<file path="config.mk">
export PLATFORM = sky130hd
export DESIGN_NAME = register_file
export DESIGN_NICKNAME = d
export VERILOG_FILES = /design/src/hw/mips_pkg.sv /design/src/hw/register_file.sv
export SDC_FILE = /design/constraint.sdc
export NUM_CORES = 2
export LEC_CHECK = 0
export BUFFER_PORTS_ARGS = -buffer_cell sky130_fd_sc_hd__buf_2
export CAP_MARGIN = 20
export CORE_ASPECT_RATIO = 2
export CORE_MARGIN = 2
export CORE_UTILIZATION = 55
export DETAILED_ROUTE_END_ITERATION = 12
export PLACE_DENSITY_LB_ADDON = 0.15
export SLEW_MARGIN = 30
export SYNTH_ARGS = -nofsm -noshare
export SYNTH_HDL_FRONTEND = slang
export SYNTH_SLANG_ARGS = --single-unit
</file>
<file path="constraint.sdc">
create_clock -name clk -period 4.45 [get_ports clk]
set_input_delay 0.2225 -clock clk [delete_from_list [all_inputs] [get_ports clk]]
set_output_delay 0.2225 -clock clk [all_outputs]
set_load 0.01 [all_outputs]
</file>
<file path="src/hw/mips_pkg.sv">
`default_nettype none

package mips_pkg;

	localparam int XLEN       = 32;
	localparam int REG_ADDR_W = 5;
	localparam int IMM_W      = 16;
	localparam int SHAMT_W    = $clog2(XLEN);

	typedef logic [XLEN-1:0]       word_t;
	typedef logic [REG_ADDR_W-1:0] reg_addr_t;

	// Primary opcode, instr[31:26]
	typedef enum logic [5:0] {
		R_TYPE = 6'b000000,
		J      = 6'b000010,
		BEQ    = 6'b000100,
		BNE    = 6'b000101,
		ADDI   = 6'b001000,
		ADDIU  = 6'b001001,
		SLTI   = 6'b001010,
		SLTIU  = 6'b001011,
		ANDI   = 6'b001100,
		ORI    = 6'b001101,
		LW     = 6'b100011,
		// Nonstandard store encoding of this ISA variant
		SW     = 6'b100101
	} opcode_e;

	// R-type function field, instr[5:0]
	typedef enum logic [5:0] {
		FN_SLL  = 6'b000000,
		FN_SRL  = 6'b000010,
		FN_ADD  = 6'b100000,
		FN_ADDU = 6'b100001,
		FN_SUB  = 6'b100010,
		FN_SUBU = 6'b100011,
		FN_AND  = 6'b100100,
		FN_OR   = 6'b100101,
		FN_SLT  = 6'b101010,
		FN_SLTU = 6'b101011
	} funct_e;

	typedef enum logic [3:0] {
		ALU_ADD = 4'b0000,
		ALU_SUB = 4'b0001,
		ALU_AND = 4'b0010,
		ALU_OR  = 4'b0011,
		ALU_SLL = 4'b0100,
		ALU_SRL = 4'b0101,
		ALU_SLT = 4'b1000
	} alu_op_e;

	typedef enum logic [1:0] {
		WB_ALU = 2'b00,
		WB_MEM = 2'b01
	} wb_sel_e;

	// All zero means no side effect anywhere down the pipe
	typedef struct packed {
		alu_op_e alu_op;
		logic    alu_src_imm;
		logic    mem_rd;
		logic    mem_wr;
		logic    reg_wr;
		wb_sel_e wb_sel;
	} ctrl_t;

	typedef struct packed {
		ctrl_t                ctrl;
		word_t                rs_val;
		word_t                rt_val;
		word_t                imm_ext;
		logic [SHAMT_W-1:0]   shamt;
		reg_addr_t            dest;
	} id_ex_t;

	typedef struct packed {
		ctrl_t     ctrl;
		word_t     alu_result;
		word_t     store_data;
		reg_addr_t dest;
	} ex_mem_t;

	typedef struct packed {
		logic      en;
		reg_addr_t addr;
		word_t     data;
	} wb_t;

endpackage

`default_nettype wire

</file>
<file path="src/hw/register_file.sv">
`timescale 1ns/1ns
`default_nettype none

module register_file import mips_pkg::*; (
	input  logic      clk,
	input  logic      rst_n,
	input  reg_addr_t rs_addr,
	input  reg_addr_t rt_addr,
	input  wb_t       wb,
	output word_t     rs_val,
	output word_t     rt_val
);

	localparam int NUM_REGS = 2**REG_ADDR_W;

	word_t regs [NUM_REGS];

	// Write lands at the end of the write-back cycle
	always_ff @(posedge clk) begin
		if (!rst_n) begin
			for (int i = 0; i < NUM_REGS; i++) begin
				regs[i] <= '0;
			end
		end else if (wb.en) begin
			regs[wb.addr] <= wb.data;
		end
	end

	// No bypass so a same-cycle read sees the old value
	assign rs_val = (rs_addr == '0) ? '0 : regs[rs_addr];
	assign rt_val = (rt_addr == '0) ? '0 : regs[rt_addr];

endmodule

`default_nettype wire

</file>
==> metrics <==
Rel. slew slack=26.8%; cell mode on critical path=buf_4; Post-Synthesis Cells=3549; via/cell ratio=7.06; via count=34800; Hold Path Class=in2reg; routability-driven placement congestion ratio=0.883; fin area=60100 sq um; Setup crit start kind=input pin; crit-path cells=buf_6 -> buf_4 -> buf_4 -> mux4_2 -> a22o_1 -> a2111oi_1 -> buf_4 -> nor3_1 -> buf_2; share of the synthesized area in the top cell type=56.5%; post-layout minimum cycle time=3.67 ns; power per cell area=373 nW/um^2; CTS Buf Count=89; CP max-delay cell=a2111oi_1; largest area contributor in the netlist=edfxtp_1; Top Ports=114; final wirelength=181000 microns; worst vdd ir=0.000357 V; Final Hold Vio Count=0; Max Cap Viol=0; Largest register FFs=1024; Core Util, Final=61.1%; Synth async-reset ratio=0%; I/O Buffers=113; Overflow after GRT=0; Initial Utilization=55.3%; WP data required=4.23 ns; final setup fails=0; # hold bufs at CTS=0; Setup Crit Path Kind=in2out; Iter 0 DRT Violations=4269; CP arrival=3.45 ns; syn avg cell area=15.3 sq um; leakage=0.0206 uW; Post-synth EDFFs=1024; mapped cell area=54400 sq um; total setup buffers inserted after CTS=0; fin nets=3581; fin crit share=82.5%; largest register by flop count=regs; Worst Path Buf+Inv=5; crit path capture type=primary output; 1st-pass router iterations=8; layout cell share with drive strength beyond 1=27.7%; drt wl/cell=36.7 microns; Seq/Total Area, Yosys=56.5%; Post-synth top cells=1027 x and2_1, 1024 x edfxtp_1, 465 x mux4_2; clk sinks=1024; final setup TNS=0 ns; Hold Startpoint=wb[20]; chip height=449 microns; outcome=finished, final reports clean; most frequent cell after synthesis=and2_1; Synth cell types=44; clock slew seen by the registers of the worst setup and hold paths=0.06 ns; biggest regs=regs: 1024 flops; final count of pins violating max slew=0; ANT nets after route=0; TritonCTS clock tree=built; Main synth FF type=edfxtp_1; initial antenna violation count=7; Synth Register Bits=1024; dpl hpwl=114000 microns; RSZ-0062 raised after global routing=false; core area=98300 sq um; vias in the first global route=36700; GRT Total Usage=36.2%; crit path from=rt_addr[2]; syn nets=3599; Die W=226 microns; total power=22400 uW; FP Rows=163; CTS Buffer Depth=3; delay-heaviest family, CP=buffers and inverters; die area=102000 sq um; post-CTS sizing=0; H-tree depth=3; Residual DRC=0; pin slew with the least headroom to its limit=1.09 ns; clock root buffer=clkbuf_16; global-route wire length before repair=256000 microns; CP max stage delay=0.74 ns; FMAX=0.272 GHz; Layout area overhead=10.4%; pin count of the biggest net entering global routing=74; YS warnings=0; critical-path maximum fanout=64; placed cell areas=57100 sq um; largest cells by area after synthesis=edfxtp_1 57%, mux4_2 19%, and2_1 12%
## metal layers
| metal | share of wire (%) | vias up | track usage, % |
|---|---|---|---|
| li1 | - | 13700 | - |
| met1 | 33 | 17900 | 43.4 |
| met2 | 51 | 2520 | 60.2 |
| met3 | 9.8 | 682 | 7.19 |
| met4 | 6.6 | 2 | 21.7 |
| met5 | 0.0072 | - | 0 |
## logic make-up after synthesis
group	count (synthesis)	synth area share, %
simple gates	1174	13.2
compound gates	296	4.04
flops	1024	56.5
mux	658	22.9
buf+inv	397	3.36
## path summary, 6_finish.rpt
| kind | to | depth (start not counted) |
|---|---|---|
| setup / recovery | rt_val[26] | 9 |
| hold / removal | regs[15][20] | 2 |
## placed cells by master (no fill, tap or decap), types with 10 or more instances in the layout
master     netlist  final
o22ai_1        105    105
clkinv_2         0     14
a2111oi_0       54     51
mux2i_1        160    160
bufinv_16        0     13
edfxtp_1      1024   1024
a22oi_1         16     16
a22o_1          53     53
buf_12           0     22
and2_1        1027   1026
nor2b_1         13     10
mux2_2          33     33
nor3_1          55     55
buf_2           54    106
clkbuf_16        0     91
buf_4           36    144
nor2_4           0     18
nor2_2           0     15
o21ai_4          0     32
clkbuf_1       275     11
clkinv_1         1     21
mux4_2         465    465
## power by group
group / switching, uW / internal (uW)
clock: 3680 / 4500
sequential: 295 / 11100
combinational: 1630 / 1190
total: 5610 / 16800
## per-stage QoR
| stage | hold WS, ns | cells | setup WS (ns) |
|---|---|---|---|
| after floorplan | 0.421 | 3549 | 0.621 |
| after global placement | 0.831 | 4752 | 0.596 |
| after detailed placement | 0.846 | 4759 | 0.827 |
| after CTS | 0.0824 | 4920 | 0.800 |
| after global routing | 0.144 | 4925 | 0.702 |
| final | 0.130 | 4927 | 0.779 |
## final cells by class
cell class / instances / area [sq um]
Clock inverter: 59 / 633
Fill cell: 7442 / 38200
Timing Repair Buffer: 285 / 2310
Multi-Input combinational cell: 2128 / 22400
Antenna cell: 6 / 15.0
Tap cell: 1320 / 1650
Sequential cell: 1024 / 30700
Clock buffer: 102 / 2320
Inverter: 3 / 11.3
No activity file was read; power rests on OpenSTA's default activity.
