File: config.mk
export PLATFORM = sky130hd
export DESIGN_NAME = fetch_stage
export DESIGN_NICKNAME = d
export VERILOG_FILES = /design/src/hw/mips_pkg.sv /design/src/hw/fetch_stage.sv
export SDC_FILE = /design/constraint.sdc
export NUM_CORES = 2
export LEC_CHECK = 0
export BUFFER_PORTS_ARGS = -buffer_cell sky130_fd_sc_hd__buf_4
export CAP_MARGIN = 10
export CORE_ASPECT_RATIO = 1.2
export CORE_MARGIN = 2
export CORE_UTILIZATION = 65
export DETAILED_ROUTE_END_ITERATION = 10
export PLACE_DENSITY_LB_ADDON = 0.3
export SKIP_LAST_GASP = 1
export SLEW_MARGIN = 10
export SYNTH_ARGS = -nofsm -noshare
export SYNTH_HDL_FRONTEND = slang
export SYNTH_SLANG_ARGS = --single-unit
File: constraint.sdc
create_clock -name clk -period 5.1 [get_ports clk]
set_clock_uncertainty 0.1 [all_clocks]
set_input_delay 0 -clock clk [delete_from_list [all_inputs] [get_ports clk]]
set_output_delay 0 -clock clk [all_outputs]
set_load 0.005 [all_outputs]
File: src/hw/mips_pkg.sv
`default_nettype none

package mips_pkg;

	localparam int XLEN       = 32;
	localparam int REG_ADDR_W = 5;
	localparam int IMM_W      = 16;
	localparam int SHAMT_W    = $clog2(XLEN);

	typedef logic [XLEN-1:0]       word_t;
	typedef logic [REG_ADDR_W-1:0] reg_addr_t;

	// Primary opcode, instr[31:26]
	typedef enum logic [5:0] {
		R_TYPE = 6'b000000,
		J      = 6'b000010,
		BEQ    = 6'b000100,
		BNE    = 6'b000101,
		ADDI   = 6'b001000,
		ADDIU  = 6'b001001,
		SLTI   = 6'b001010,
		SLTIU  = 6'b001011,
		ANDI   = 6'b001100,
		ORI    = 6'b001101,
		LW     = 6'b100011,
		// Nonstandard store encoding of this ISA variant
		SW     = 6'b100101
	} opcode_e;

	// R-type function field, instr[5:0]
	typedef enum logic [5:0] {
		FN_SLL  = 6'b000000,
		FN_SRL  = 6'b000010,
		FN_ADD  = 6'b100000,
		FN_ADDU = 6'b100001,
		FN_SUB  = 6'b100010,
		FN_SUBU = 6'b100011,
		FN_AND  = 6'b100100,
		FN_OR   = 6'b100101,
		FN_SLT  = 6'b101010,
		FN_SLTU = 6'b101011
	} funct_e;

	typedef enum logic [3:0] {
		ALU_ADD = 4'b0000,
		ALU_SUB = 4'b0001,
		ALU_AND = 4'b0010,
		ALU_OR  = 4'b0011,
		ALU_SLL = 4'b0100,
		ALU_SRL = 4'b0101,
		ALU_SLT = 4'b1000
	} alu_op_e;

	typedef enum logic [1:0] {
		WB_ALU = 2'b00,
		WB_MEM = 2'b01
	} wb_sel_e;

	// All zero means no side effect anywhere down the pipe
	typedef struct packed {
		alu_op_e alu_op;
		logic    alu_src_imm;
		logic    mem_rd;
		logic    mem_wr;
		logic    reg_wr;
		wb_sel_e wb_sel;
	} ctrl_t;

	typedef struct packed {
		ctrl_t                ctrl;
		word_t                rs_val;
		word_t                rt_val;
		word_t                imm_ext;
		logic [SHAMT_W-1:0]   shamt;
		reg_addr_t            dest;
	} id_ex_t;

	typedef struct packed {
		ctrl_t     ctrl;
		word_t     alu_result;
		word_t     store_data;
		reg_addr_t dest;
	} ex_mem_t;

	typedef struct packed {
		logic      en;
		reg_addr_t addr;
		word_t     data;
	} wb_t;

endpackage

`default_nettype wire

File: src/hw/fetch_stage.sv
`timescale 1ns/1ns
`default_nettype none

module fetch_stage import mips_pkg::*; #(
	parameter int IMEM_DEPTH = 64
) (
	input  logic  clk,
	input  logic  rst_n,
	input  logic  imem_load_en,
	input  word_t imem_load_addr,
	input  word_t imem_load_data,
	input  logic  redirect,
	input  word_t target,
	output word_t instr_d,
	output word_t pc_inc_d
);

	localparam int IMEM_AW = $clog2(IMEM_DEPTH);

	word_t imem [IMEM_DEPTH];
	word_t pc;
	word_t pc_inc;
	word_t next_pc;
	word_t instr;

	// Load port writes by word index, also during reset
	always_ff @(posedge clk) begin
		if (imem_load_en) begin
			imem[imem_load_addr[IMEM_AW-1:0]] <= imem_load_data;
		end
	end

	assign instr   = imem[pc[IMEM_AW+1:2]];
	assign pc_inc  = pc + word_t'(4);
	// Redirect comes from decode, so the next sequential word is the delay slot
	assign next_pc = redirect ? target : pc_inc;

	always_ff @(posedge clk) begin
		if (!rst_n) begin
			pc <= '0;
		end else begin
			pc <= next_pc;
		end
	end

	// Fetch/decode register clears to a NOP
	always_ff @(posedge clk) begin
		if (!rst_n) begin
			instr_d <= '0;
		end else begin
			instr_d  <= instr;
			pc_inc_d <= pc_inc;
		end
	end

endmodule

`default_nettype wire

==> flow_metrics.tcl <==
set metrics [dict create \
    crit_arrival_ps 4550 \
    fmaxAchievable_ghz 0.2567 \
    port_buffers 137 \
    maxCapViolCount 0 \
    async_flop_share_pct 0 \
    worst_hold_path_type "input pin to flop" \
    critPathCapture "pc[20]$_SDFF_PN0_" \
    antenna_found_initial 13 \
    cts_resized 0 \
    numPlacedInstances 5387 \
    slew_viol_final 0 \
    place_ws_ps 1730 \
    fin_util_pct 74.62 \
    wl_microns 215100 \
    synth_cell_types 52 \
    r2r_start "pc[3]$_SDFF_PN0_" \
    core_sq_um 124900 \
    hold_viol 0 \
    worst_pin_slew_ps 1247 \
    crit_slowest_cell "dfxtp_4" \
    p_per_area_nw_per_um2 386.7 \
    tns_ps 0 \
    first_iter_violations 6088 \
    r2r-end "pc[20]$_SDFF_PN0_" \
    yosysWarnings 0 \
    die_h_microns 392.8 \
    finalNetCount 4186 \
    drive_gt1_share_pct 28.78 \
    fin_ws_ps 1204 \
    ff2ff_setup_slack_ps 1200 \
    rows 142 \
    drtPass1Iterations 6 \
    p_leak_nw 29.18 \
    startpoint "pc[3]$_SDFF_PN0_" \
    path_clk_slew_ps 70 \
    dominantRegCellSynth "edfxtp_1" \
    grt_pass1_wl_microns 305200 \
    grt_pass1_vias 42792 \
    dieArea_sq_um 128800 \
    synth_nets 3771 \
    ys_seq_area_share_pct 77.86 \
    via_per_inst 7.073 \
    slew_headroom_pct 16.66 \
    syn_area_per_cell_sq_um 22.31 \
    hold_slack_ps 82.97 \
    cts_sinks 2144 \
    startpoint_type "flop" \
    clockBufferDepth 3 \
    htree_levels 4 \
    place_congestion 0.8290 \
    track_usage_pct 34.19 \
    netlist_area_sq_um 81870 \
    crit_path_end_kind "flop" \
    grt_start_max_net_pins 79 \
    crit_type "flop to flop" \
    synth_edf_count 2080 \
    routedWlPerCell_microns 36.44 \
    rsz0062_at_grt "no" \
    vias 41759 \
    cts-root-buf "clkbuf_16" \
    ys_ff_latch 2144 \
    drc 0 \
    max_stage_delay_ps 900 \
    cts_tree "built" \
    hpwl_microns 111000 \
    area_growth_pct 13.84 \
    ioPinCount 164 \
    status "finished, final reports clean" \
    ir_drop_mv 0.4272 \
    cts_buffers 190 \
    path_max_fanout 47 \
    fin_crit_ps 3896 \
    synth_cells 3670 \
    finalCritPeriodShare_pct 76.40 \
    fp.dieW_microns 328.0 \
    cp_cell_sequence "buf_12 -> ha_1 -> nand2_1 -> nor4_4 -> nand4_1 -> xnor2_1 -> o211a_1 -> dlygate4sd3_1" \
    grt_overflow 0 \
    clk_latency_ps 840 \
    finalNonFillerCells 5904 \
    r2r_cells 8 \
    finalSetupViolCount 0 \
    initial_utilization_pct 65.55 \
    cp.required_ps 5750 \
    ant_nets 0 \
]
[cell families (layout without fill, tap and decap cells)]
family	after synthesis	in the layout	share of synthesized area (%)
adder cells (fa/ha/maj)	1	1	0.01528
buffers and inverters	220	792	1.360
multiplexers	729	729	16.05
AO/OA/AOI/OAI	322	322	3.012
AND/OR/NAND/NOR	226	226	1.401
other	0	6	0
flip-flops	2144	2144	77.86
XOR/XNOR	28	28	0.2996
[critical path, delay by kind of cell, from the launching register on]
| family | cells | cell delay [ps] |
|---|---|---|
| AO/OA/AOI/OAI | 1 | 200 |
| XOR/XNOR | 1 | 340 |
| adder cells (fa/ha/maj) | 1 | 300 |
| buffers and inverters | 2 | 970 |
| flip-flops | 1 | 900 |
| AND/OR/NAND/NOR | 3 | 990 |
[final cells by class]
class | count | area, sq um
diodes | 6 | 15.01
multi-input cells | 1306 | 17530
clock buffers | 248 | 5096
well taps | 1656 | 2072
repair buffers | 438 | 3894
clock inverters | 101 | 819.5
flip-flops and latches | 2144 | 63760
inverters | 5 | 18.77
fillers | 6288 | 31700
[per-layer routing]
metal,GRT usage [%],wire [microns],vias up,share of wire [%]
met4,17.49,12220,14,5.7
met2,55.60,106600,3068,50
met5,0,86,-,0.040
met3,7.122,24230,546,11
met1,44.37,72020,21751,33
li1,-,-,16380,-
[placed cells by master, fill, tap and decap left out, types with 7 or more instances in the layout]
| master | n |
|---|---|
| bufinv_16 | 10 |
| nor2b_1 | 8 |
| clkbuf_16 | 193 |
| clkbuf_1 | 49 |
| clkinv_1 | 42 |
| nand4_1 | 9 |
| nor2_1 | 40 |
| a221oi_1 | 30 |
| dlygate4sd3_1 | 162 |
| a22oi_1 | 63 |
| nor2_4 | 63 |
| buf_4 | 260 |
| mux4_2 | 452 |
| buf_12 | 16 |
| xnor2_1 | 25 |
| a21oi_1 | 35 |
| mux2i_1 | 125 |
| clkinv_2 | 30 |
| o221ai_1 | 60 |
| edfxtp_1 | 2080 |
| o311a_1 | 29 |
| o211a_1 | 28 |
| dfxtp_1 | 58 |
| inv_6 | 7 |
| o22ai_1 | 32 |
| nand2b_1 | 32 |
| nand2_1 | 19 |
| mux2_2 | 152 |
| o21ai_0 | 35 |
| nand3_1 | 18 |
[report_power, final]
| group | switching (mW) | internal [mW] |
|---|---|---|
| Combinational | 1.56 | 1.04 |
| Clock | 6.24 | 7.56 |
| Sequential | 0.140 | 19.5 |
[synth_stat cells (2+ instances only)]
master	count	share of area [%]
nand2b_1	32	0.24
or3b_2	2	0.021
and4_1	5	0.053
o22ai_1	32	0.24
mux4_2	452	12
and3_1	6	0.046
or3_1	2	0.015
nand3b_1	2	0.018
dfxtp_1	64	1.6
a22oi_1	63	0.58
o31ai_1	2	0.018
o21ai_0	35	0.21
nor4_4	2	0.052
edfxtp_1	2080	76
a211oi_1	2	0.018
xnor2_1	25	0.27
nor3_1	3	0.018
nand3_1	18	0.11
and2_1	4	0.031
nor2_1	103	0.47
buf_2	65	0.40
o211a_1	28	0.34
o311a_1	29	0.35
xor2_1	3	0.032
a21oi_1	35	0.21
nand2_1	20	0.092
buf_4	37	0.34
buf_1	6	0.028
nor2b_1	10	0.076
mux2_2	152	2.1
inv_1	5	0.023
o221ai_1	60	0.64
a221oi_1	30	0.32
buf_6	9	0.12
nand4_1	9	0.069
mux2i_1	125	1.5
clkbuf_1	98	0.45
[flip-flops by register name, summed over array words and instances (netlist names)]
name,count
imem,2048
instr_d,32
pc,32
pc_inc_d,32
[timing repair]
item	CTS	global route
buffers inserted	0	0
endpoints found under the hold margin	2225	0
hold buffers	162	0
[worst min-delay path by stage]
| stage | end | start | depth (start not counted) | slack (ps) |
|---|---|---|---|---|
| floorplan | imem[0][0]$_DFFE_PP_ | imem_load_data[0] | 0 | -1 |
| global placement | pc[1]$_SDFFE_PN0P_ | target[1] | 3 | 170 |
| detailed placement | pc[3]$_SDFF_PN0_ | target[3] | 3 | 180 |
| CTS | imem[15][29]$_DFFE_PP_ | imem_load_addr[4] | 3 | 40 |
| global route | imem[20][23]$_DFFE_PP_ | imem_load_addr[5] | 3 | 90 |
| finish | imem[20][23]$_DFFE_PP_ | imem_load_addr[5] | 3 | 80 |
[stage by stage]
step           area [sq um]  total power, mW
2_1_floorplan         81870            21.28
3_3_place_gp          85650            22.34
3_5_place_dp          85650            22.41
4_1_cts               93190            36.06
5_1_grt               93190            36.83
6_report              93200            36.04
(Power assumes the default switching activity.)
