`config.mk`:
```
export PLATFORM = sky130hd
export DESIGN_NAME = memory_stage
export DESIGN_NICKNAME = d
export VERILOG_FILES = /design/src/hw/mips_pkg.sv /design/src/hw/memory_stage.sv
export SDC_FILE = /design/constraint.sdc
export NUM_CORES = 1
export LEC_CHECK = 0
export CAP_MARGIN = 30
export CORE_MARGIN = 2
export CORE_UTILIZATION = 60
export CTS_CLUSTER_DIAMETER = 30
export CTS_CLUSTER_SIZE = 10
export DETAILED_ROUTE_END_ITERATION = 10
export DONT_BUFFER_PORTS = 1
export PLACE_DENSITY_LB_ADDON = 0.25
export SLEW_MARGIN = 25
export SYNTH_ARGS = -nofsm -noshare
export SYNTH_HDL_FRONTEND = slang
export SYNTH_SLANG_ARGS = --single-unit
```
`constraint.sdc`:
```
create_clock -name clk -period 4 [get_ports clk]
set_clock_uncertainty 0.2 [all_clocks]
set_input_delay 0.2 -clock clk [delete_from_list [all_inputs] [get_ports clk]]
set_output_delay 0.2 -clock clk [all_outputs]
set_load 0.05 [all_outputs]
```
`src/hw/mips_pkg.sv`:
```
`default_nettype none

package mips_pkg;

	localparam int XLEN       = 32;
	localparam int REG_ADDR_W = 5;
	localparam int IMM_W      = 16;
	localparam int SHAMT_W    = $clog2(XLEN);

	typedef logic [XLEN-1:0]       word_t;
	typedef logic [REG_ADDR_W-1:0] reg_addr_t;

	// Primary opcode, instr[31:26]
	typedef enum logic [5:0] {
		R_TYPE = 6'b000000,
		J      = 6'b000010,
		BEQ    = 6'b000100,
		BNE    = 6'b000101,
		ADDI   = 6'b001000,
		ADDIU  = 6'b001001,
		SLTI   = 6'b001010,
		SLTIU  = 6'b001011,
		ANDI   = 6'b001100,
		ORI    = 6'b001101,
		LW     = 6'b100011,
		// Nonstandard store encoding of this ISA variant
		SW     = 6'b100101
	} opcode_e;

	// R-type function field, instr[5:0]
	typedef enum logic [5:0] {
		FN_SLL  = 6'b000000,
		FN_SRL  = 6'b000010,
		FN_ADD  = 6'b100000,
		FN_ADDU = 6'b100001,
		FN_SUB  = 6'b100010,
		FN_SUBU = 6'b100011,
		FN_AND  = 6'b100100,
		FN_OR   = 6'b100101,
		FN_SLT  = 6'b101010,
		FN_SLTU = 6'b101011
	} funct_e;

	typedef enum logic [3:0] {
		ALU_ADD = 4'b0000,
		ALU_SUB = 4'b0001,
		ALU_AND = 4'b0010,
		ALU_OR  = 4'b0011,
		ALU_SLL = 4'b0100,
		ALU_SRL = 4'b0101,
		ALU_SLT = 4'b1000
	} alu_op_e;

	typedef enum logic [1:0] {
		WB_ALU = 2'b00,
		WB_MEM = 2'b01
	} wb_sel_e;

	// All zero means no side effect anywhere down the pipe
	typedef struct packed {
		alu_op_e alu_op;
		logic    alu_src_imm;
		logic    mem_rd;
		logic    mem_wr;
		logic    reg_wr;
		wb_sel_e wb_sel;
	} ctrl_t;

	typedef struct packed {
		ctrl_t                ctrl;
		word_t                rs_val;
		word_t                rt_val;
		word_t                imm_ext;
		logic [SHAMT_W-1:0]   shamt;
		reg_addr_t            dest;
	} id_ex_t;

	typedef struct packed {
		ctrl_t     ctrl;
		word_t     alu_result;
		word_t     store_data;
		reg_addr_t dest;
	} ex_mem_t;

	typedef struct packed {
		logic      en;
		reg_addr_t addr;
		word_t     data;
	} wb_t;

endpackage

`default_nettype wire

```
`src/hw/memory_stage.sv`:
```
`timescale 1ns/1ns
`default_nettype none

module memory_stage import mips_pkg::*; #(
	parameter int DMEM_DEPTH = 16
) (
	input  logic    clk,
	input  logic    rst_n,
	input  ex_mem_t ex_mem,
	output wb_t     wb
);

	localparam int DMEM_AW = $clog2(DMEM_DEPTH);

	word_t              dmem [DMEM_DEPTH];
	logic [DMEM_AW-1:0] dmem_idx;
	word_t              load_data;

	// Byte address to word index
	assign dmem_idx = ex_mem.alu_result[DMEM_AW+1:2];

	always_ff @(posedge clk) begin
		if (ex_mem.ctrl.mem_wr) begin
			dmem[dmem_idx] <= ex_mem.store_data;
		end
	end

	assign load_data = ex_mem.ctrl.mem_rd ? dmem[dmem_idx] : '0;

	// Memory/write-back register; r0 never gets a strobe
	always_ff @(posedge clk) begin
		if (!rst_n) begin
			wb.en <= 1'b0;
		end else begin
			wb.en   <= ex_mem.ctrl.reg_wr && (ex_mem.dest != '0);
			wb.addr <= ex_mem.dest;
			wb.data <= (ex_mem.ctrl.wb_sel == WB_MEM) ? load_data : ex_mem.alu_result;
		end
	end

endmodule

`default_nettype wire

```
==> results.toml, run 1 <==
[run_status]
status = "completed"

[finish]
final_area_um2 = 26400
final_cell_mix = "549 x edfxtp_1, 165 x mux2i_1, 127 x dlygate4sd3_1, 99 x clkbuf_16, 66 x a22oi_1"
fin_cells = 1747
fill_cells = 1800
mostFrequentLayoutCell = "edfxtp_1"
regArea_um2 = 16500
synthToLayoutAreaGrowth_pct = 25.1
nets = 1292
drive_gt1_share_pct = 21.5
multi_input_area_um2 = 4310

[sta]
setup_violations = 0
fin_crit_ns = 3.12
rsz0062_at_grt = "no"
timing.fmax_ghz = 0.321
maxSlewViolCount = 0
report.final.hold_viol_count = 0
worstMarginPinSlew_ns = 0.906
finalCritPeriodShare_pct = 77.9
setup_tns_ns = 0
slew_headroom_pct = 39.5

[worst_setup_path]
worst_ep_required_time_ns = 4.28
worstPathCellList = "dlygate4sd3_1 -> nor3b_4 -> buf_4 -> a32oi_1 -> dlygate4sd3_1 -> o21ai_1 -> dlygate4sd3_1"
cp-start-kind = "primary input"
max_stage_delay_ns = 0.73
cpMostUsedCell = "dlygate4sd3_1"
cp-end-kind = "register"
rr_startpoint = "dmem[14][5]$_DFFE_PP_"
crit_buf_inv = 4
critical_path_class = "primary input to register"
arrival_ns = 3.39
cp_slowest_cell = "nor3b_4"
crit_fanout = 14
cp_top_family = "buffers and inverters"
crit_start = "ex_mem[41]"

[clock_network]
path_clk_slew_ns = 0.05
clock_sinks = 550
ctsHoldBuffers = 129
root_buffer = "clkbuf_16"
clkLatencyLatePin_ns = 0.62
post-cts-setup-buffers = 0
cts_tree = "yes"
cts_buffers = 99
htreeDepth = 3
cts_resized = 0
clk_path_buf_depth = 3

[synthesis]
ys_types = 31
synth_cells = 1009
synth-adder-area-share_pct = 0
yosys_register_bits = 550
synthesis.nets = 1090
ys.flop_type = "edfxtp_1"
synth_top_family_by_area = "multiplexers"
synth_edf_count = 549
syn-cell-area_um2 = 21100
synth_xor_area_share_pct = 0
synth-simple-area-share_pct = 1.16
synth_compound_area_share_pct = 4.42
syn_area_per_cell_um2 = 20.9
seq_area_frac_synth_pct = 78.3
async_reset_ff_share_pct = 0
synthMuxAreaShare_pct = 14.3
ys.warnings.count = 0

[route]
routed-via-count = 11066
dr.first_iter.drc_count = 1027
wl_per_cell_um = 27.9
wirelength_mm = 48.7
first_pass_iters = 5
via_per_inst = 6.33
drc = 0
ant_nets = 0

[die]
io_pins = 119
coreArea_um2 = 34500
rows = 68
initial_core_util_pct = 61.0
design.die.area_um2 = 36600
die_x_um = 191
die_h_um = 191

[power]
ir_worst_vdd_mv = 0.484
power_leakage_nw = 8.96
p_total_mw = 15.4
cellPowerDensity_nw_per_um2 = 582

[place]
placed_cells = 1434
io_buffers = 0
gp_congestion = 0.708
hpwl_mm = 23.4
place_area_um2 = 21700

[global_route]
grt_pass1_vias = 11737
antenna_found_initial = 2
grt_usage_pct = 27.3
grt_first_pass_wirelength_mm = 71.7
gr-total-overflow = 0
grt_max_degree = 187

[run]
maxCapViolations = 0

[hold_path]
hold_class = "primary input to register"
hold_start = "ex_mem[40]"
==> worst paths after layout <==
kind                 endpoint  slack, ns  depth (start not counted)
max          wb[16]$_DFFE_PP_       0.88                          7
min           wb[2]$_DFFE_PP_       0.03                          4
max reg2reg   wb[5]$_DFFE_PP_       1.27                          6
min reg2reg   wb[2]$_DFFE_PP_       0.65                          4
==> worst register-to-register path: stages (launching register included) <==
cell           delay, ns
edfxtp_1            0.36
mux4_2              0.47
nor2b_4             0.14
o21ai_2             0.09
dlygate4sd3_1       0.56
nand3_1             0.09
dlygate4sd3_1       0.56
==> per-layer routing <==
| layer | global-route usage (%) | routed length (µm) | up-vias |
|---|---|---|---|
| met5 | 0 | 0 | - |
| met4 | 11.3 | 1230 | 0 |
| met3 | 6.39 | 3740 | 93 |
| met2 | 45.7 | 25100 | 532 |
| met1 | 34.7 | 18600 | 5775 |
| li1 | - | - | 4666 |
==> final cells by class <==
type | count | area share (%)
timing repair buffer | 161 | 6.46
clock buffer | 113 | 9.60
antenna | 2 | 0.0190
clock inverter | 67 | 2.80
tap | 455 | 2.16
sequential | 550 | 62.6
multi-input combinational | 399 | 16.4
==> metrics by stage <==
stage | hold slack (ns) | util [%] | setup WS, ns
after CTS | 0.0121 | 76.2 | 1.02
final | 0.0291 | 76.3 | 0.885
after detailed placement | 0.0990 | 62.9 | 1.63
after global routing | 0.0279 | 76.3 | 0.847
after floorplan | 0.0989 | - | 0.264
after global placement | 0.0990 | 62.4 | 1.60
==> sequential cells by signal (all words and copies together) (netlist names) <==
register  cells
wb           38
dmem        512
==> synth_stat cells, drive strengths merged (3+ instances only) <==
library cell	instances	area share, %
mux2i	165	7.8
nor2b	3	0.12
nor2	14	0.29
edfxtp	549	78
o21ai	30	0.73
nand2b	3	0.089
clkbuf	9	0.17
nor3	4	0.095
nand2	7	0.12
nand3	7	0.17
a32oi	30	1.2
a22oi	66	2.4
buf	51	1.7
mux4	60	6.4
==> power breakdown <==
part,switching [mW],total (mW),internal [mW]
combinational,0.308,0.606,0.298
clock,2.84,8.10,5.27
sequential,0.136,6.64,6.51
total,3.28,15.4,12.1
==> cell families after synthesis <==
logic type             count (synthesis)
muxes                                225
DFF                                  550
buffers and inverters                 60
and+or+nand+nor                       45
AOI/OAI and AO/OA                    129
Power figures use the tool's default switching activity.
==> inputs of run 2 (changes only) <==
--- a/config.mk
+++ b/config.mk
@@ -7,7 +7,7 @@
 export LEC_CHECK = 0
 export CAP_MARGIN = 30
 export CORE_MARGIN = 2
-export CORE_UTILIZATION = 60
+export CORE_UTILIZATION = 57
 export CTS_CLUSTER_DIAMETER = 30
 export CTS_CLUSTER_SIZE = 10
 export DETAILED_ROUTE_END_ITERATION = 10
==> constraint.sdc (replaced) <==
create_clock -name clk -period 2.6 [get_ports clk]
set_clock_uncertainty 0.2 [all_clocks]
set_input_delay 0.13 -clock clk [delete_from_list [all_inputs] [get_ports clk]]
set_output_delay 0.13 -clock clk [all_outputs]
set_load 0.05 [all_outputs]
==> run 2 against run 1 <==
  * The run now ends with negative hold slack left
  * Largest cell class unchanged
  * Highest routed layer unchanged
  * Die area rose by 5.1%
  * Largest power group unchanged
  * Cell count is 1.6% higher
  * Hold slack worse by 0.086 ns
==> results.toml, run 2 (synthesized netlist as in run 1, its figures left out) <==
[finish]
largest_register_ffs = 512
mostFrequentLayoutCell = "edfxtp_1"
largestRegisters = "dmem (512), wb (38)"
drive_gt1_share_pct = 22.9
n_antenna_cell = 0
nets = 1297
largest-register = "dmem"
synthToLayoutAreaGrowth_pct = 27.3
final_cell_mix = "549 x edfxtp_1, 165 x mux2i_1, 118 x dlygate4sd3_1, 106 x clkbuf_16, 62 x a22oi_1"

[global_route]
antenna_found_initial = 0
gr-total-overflow = 0
grt_pass1_vias = 11970
grt_max_degree = 165
grt_usage_pct = 26.6
grt_first_pass_wirelength_mm = 73.4

[worst_setup_path]
crit_buf_inv = 2
cp-end-kind = "register"
crit_fanout = 151
worstPathCellList = "dlygate4sd3_1 -> mux4_2 -> dlygate4sd3_1 -> mux2i_1 -> o21ai_0"
cp_slowest_cell = "dlygate4sd3_1"
arrival_ns = 2.73
cp_top_family = "buffers and inverters"
cp-start-kind = "primary input"
cpMostUsedCell = "dlygate4sd3_1"
critical_path_class = "primary input to register"
worst_ep_required_time_ns = 2.74
max_stage_delay_ns = 1.28

[sta]
finalCritPeriodShare_pct = 99.8
setup_tns_ns = 0
holdWs_ns = -0.0571
maxSlewViolCount = 0
setup_violations = 0
timing.fmax_ghz = 0.385
worstMarginPinSlew_ns = 1.11
fin_crit_ns = 2.60
slew_headroom_pct = 25.5
report.final.hold_viol_count = 7

[route]
routed-via-count = 11230
dr.first_iter.drc_count = 1029
wirelength_mm = 50.4
via_per_inst = 6.33
ant_nets = 0
wl_per_cell_um = 28.4
drc = 0
first_pass_iters = 5

[die]
coreArea_um2 = 36500
die_x_um = 196
design.die.area_um2 = 38500
io_pins = 119
die_h_um = 196
initial_core_util_pct = 57.7
rows = 70

[power]
power_leakage_nw = 9.20
ir_worst_vdd_mv = 0.727
p_total_mw = 25.3
cellPowerDensity_nw_per_um2 = 942

[clock_network]
htreeDepth = 3
path_clk_slew_ns = 0.05
cts_buffers = 104
clock_sinks = 550
root_buffer = "clkbuf_16"
clk_path_buf_depth = 3
clkLatencyLatePin_ns = 0.63
post-cts-setup-buffers = 0
cts_tree = "yes"

[place]
io_buffers = 0
gp_congestion = 0.736
hpwl_mm = 23.6

[run_status]
violations = "negative hold slack"
status = "finished, violations left"

[run]
maxCapViolations = 0

[hold_path]
hold_class = "primary input to register"
run 2: changes by cell type in the layout (fill, tap and decap cells not counted), sizes merged:
cell	delta
buf	+9
bufinv	+11
diode	-2
clkinv	+9
clkinvlp	-6
dlygate4sd3	-9
clkbuf	+6
inv	-3
run 2: metal layers:
metal	vias to the layer above	global-route usage, %	part of all wire, %
li1	4687	-	-
met1	5833	34.5	39
met2	579	43.7	50
met3	131	6.29	8.1
met4	0	11.2	3.5
met5	-	0	0
run 2: worst paths after layout:
path                         startpoint          endpoint  slack, ns  cells past startpoint
setup / recovery             ex_mem[40]   wb[8]$_DFFE_PP_      0.005                      5
hold / removal               ex_mem[39]  wb[27]$_DFFE_PP_      -0.06                      3
setup reg to reg  dmem[2][10]$_DFFE_PP_  wb[10]$_DFFE_PP_       0.07                      6
hold reg to reg    dmem[7][5]$_DFFE_PP_   wb[5]$_DFFE_PP_       0.59                      3
run 2: final cells by class:
type | instances | area [µm²]
Sequential cell | 550 | 16500
Fill cell | 2006 | 9710
Multi-Input combinational cell | 399 | 4360
Clock buffer | 119 | 2700
Timing Repair Buffer | 161 | 1630
Clock inverter | 78 | 1030
Tap cell | 468 | 586
run 2: through the flow:
| step | instance area [µm²] | hold slack [ns] | worst slack [ns] | std cells | utilization, % |
|---|---|---|---|---|---|
| global route | 26800 | 0.00231 | -0.0106 | 1775 | 73.4 |
| floorplan | 21100 | 0.0289 | -0.206 | 1009 | - |
| CTS | 26900 | 0.00885 | 0.00910 | 1789 | 73.7 |
| detailed placement | 21800 | 0.0290 | 0.717 | 1456 | 59.7 |
| global placement | 21800 | 0.0290 | 0.774 | 1456 | 59.7 |
| finish | 26800 | -0.0571 | 0.00493 | 1775 | 73.4 |
run 2: timing repair:
action / 4_1_cts / 5_1_grt
endpoints found under the hold margin: 771 / 14
gates resized for setup: 0 / 4
hold buffers: 136 / 7
setup endpoints to repair: 0 / 21
run 2: where the power goes:
group | switching, mW | total [mW] | internal [mW]
clock | 4.45 | 14.1 | 9.63
combinational | 0.516 | 0.959 | 0.443
sequential | 0.206 | 10.2 | 10.0
total | 5.17 | 25.3 | 20.1
run 2: worst reg2reg max path, delay by kind of cell (launching register included):
family	cells	cell delay [ns]
buffers and inverters	2	1.15
AOI/OAI and AO/OA	3	0.41
DFF	1	0.35
muxes	1	0.16
==> inputs of run 3 (changes only) <==
--- a/config.mk
+++ b/config.mk
@@ -7,11 +7,13 @@
 export LEC_CHECK = 0
 export CAP_MARGIN = 30
 export CORE_MARGIN = 2
-export CORE_UTILIZATION = 57
+export CORE_UTILIZATION = 59
+export CTS_BUF_LIST = sky130_fd_sc_hd__clkbuf_8
 export CTS_CLUSTER_DIAMETER = 30
 export CTS_CLUSTER_SIZE = 10
 export DETAILED_ROUTE_END_ITERATION = 10
 export DONT_BUFFER_PORTS = 1
+export MAX_ROUTING_LAYER = met4
 export PLACE_DENSITY_LB_ADDON = 0.25
 export SLEW_MARGIN = 25
 export SYNTH_ARGS = -nofsm -noshare
==> run 3 against run 2 <==
  * Critical endpoint is now wb[17]$_DFFE_PP_
  * The flow still finishes with violations (negative hold slack)
  * Via count shrank 3.0%
  * Final area shrank 5.7%
  * Clock power shrank 41%
==> results.toml, run 3 (synthesized netlist as in run 1, its figures left out) <==
[sta]
slew_headroom_pct = 44.3
setup_tns_ns = 0
report.final.hold_viol_count = 1
worstMarginPinSlew_ns = 0.833
timing.fmax_ghz = 0.387
holdWs_ns = -0.00583
rsz0062_at_grt = "yes"
fin_crit_ns = 2.58
setup_violations = 0
maxSlewViolCount = 0
finalCritPeriodShare_pct = 99.4
layout_setup_ws_ns = 0.0166

[die]
coreArea_um2 = 35400
die_h_um = 193
design.die.area_um2 = 37200
io_pins = 119
initial_core_util_pct = 59.5
rows = 69
die_x_um = 193

[global_route]
gr-total-overflow = 0
grt_first_pass_wirelength_mm = 68.9
grt_max_degree = 186
grt_usage_pct = 26.8
antenna_found_initial = 1
grt_pass1_vias = 11406

[route]
first_pass_iters = 5
ant_nets = 0
routed-via-count = 10890
wl_per_cell_um = 26.6
via_per_inst = 6.17
wirelength_mm = 47.0
dr.first_iter.drc_count = 1101
drc = 0

[worst_setup_path]
r2r_setup_slack_ns = 0.06
cp_top_family = "buffers and inverters"
rr_startpoint = "dmem[10][17]$_DFFE_PP_"
crit_fanout = 32
cp-end-kind = "register"
max_stage_delay_ns = 0.68
critical_path_class = "primary input to register"
cp-start-kind = "primary input"
crit_buf_inv = 4
cpMostUsedCell = "dlygate4sd3_1"
worst_r2r_endpoint = "wb[17]$_DFFE_PP_"
worst_ep_required_time_ns = 2.89
ff2ff_path_depth = 6
cp_slowest_cell = "dlygate4sd3_1"
arrival_ns = 2.87
worstPathCellList = "dlygate4sd3_1 -> nor3b_4 -> buf_6 -> a32oi_1 -> dlygate4sd3_1 -> o21ai_1 -> dlygate4sd3_1"

[finish]
largest-register = "dmem"
fin_util_pct = 71.4
fill_cells = 2156
drive_gt1_share_pct = 20.9
nets = 1304
mostFrequentLayoutCell = "edfxtp_1"
largest_register_ffs = 512
synthToLayoutAreaGrowth_pct = 20.0
fin_cells = 1764
final_cell_mix = "549 x edfxtp_1, 164 x mux2i_1, 134 x dlygate4sd3_1, 101 x clkbuf_8, 64 x a22oi_1"
largestRegisters = "dmem (512), wb (38)"

[clock_network]
cts_buffers = 97
htreeDepth = 3
clk_path_buf_depth = 3
post-cts-setup-buffers = 0
clkLatencyLatePin_ns = 0.64
clock_sinks = 550
path_clk_slew_ns = 0.06
root_buffer = "clkbuf_8"
cts_tree = "yes"

[place]
place_worst_setup_slack_ns = 0.728
io_buffers = 0
placed_cells = 1448
gp_congestion = 0.738
hpwl_mm = 23.2

[run_status]
violations = "negative hold slack"
status = "finished, violations left"

[run]
maxCapViolations = 0

[power]
cellPowerDensity_nw_per_um2 = 770
power_leakage_nw = 8.55
p_total_mw = 19.5
ir_worst_vdd_mv = 0.658

[hold_path]
hold_start = "ex_mem[40]"
hold_depth = 3
min_to = "wb[22]$_DFFE_PP_"
hold_class = "primary input to register"
run 3: changes by cell type in the layout (fill, tap and decap cells not counted), moves of 4 or more:
cell           delta
clkbuf_16       -106
clkbuf_8        +101
dlygate4sd3_1    +16
inv_1            +14
clkbuf_1         -13
bufinv_16        -11
clkinv_1          +4
clkinv_2          -4
run 3: how the worst max path moves through the flow:
stage	from	cells after the start	slack, ns	to
2_1_floorplan	ex_mem[40]	5	-0.21	dmem[1][0]$_DFFE_PP_
3_3_place_gp	ex_mem[42]	5	0.76	wb[25]$_DFFE_PP_
3_5_place_dp	ex_mem[39]	5	0.73	wb[29]$_DFFE_PP_
4_1_cts	ex_mem[41]	7	0.03	wb[17]$_DFFE_PP_
5_1_grt	dmem[2][8]$_DFFE_PP_	6	-0.006	wb[8]$_DFFE_PP_
6_report	ex_mem[41]	7	0.02	wb[17]$_DFFE_PP_
run 3: tightest hold or removal path, stage by stage:
cell and delay, ns:
mux4_2 0.22, mux2i_1 0.09, o21ai_1 0.17
run 3: repair_timing:
item,CTS,global route
gates resized for setup,0,5
hold endpoints to repair,819,4
setup endpoints to repair,0,26
hold buffers,142,5
run 3: metal layers:
metal | vias up | global-route usage [%] | routed length, µm
met3 | 94 | 5.38 | 3450
met2 | 488 | 43.7 | 23800
met1 | 5630 | 33.9 | 18600
met5 | - | - | 0
li1 | 4678 | - | -
met4 | 0 | 9.32 | 1120
run 3: final cells by class:
type,count,area (µm²),share of cell area (%)
clock buffer,101,1390,5.50
multi-input combinational,399,4350,17.2
tap,461,577,2.28
antenna,1,2.50,0.00990
timing repair buffer,175,1780,7.03
sequential,550,16500,65.3
clock inverter,77,682,2.70
run 3: report_power, final:
part           switching [mW]  total [mW]  internal [mW]  leakage, nW
Combinational           0.486       0.947          0.461         2.48
Clock                    3.57        8.34           4.77         1.07
Sequential              0.203        10.2           9.99         5.00
run 3: through the flow:
stage	area [µm²]	hold slack, ns
2_1_floorplan	21100	0.0289
5_1_grt	25300	-0.0142
4_1_cts	25300	0.0481
3_3_place_gp	21800	0.0290
6_report	25300	-0.00583
3_5_place_dp	21800	0.0290
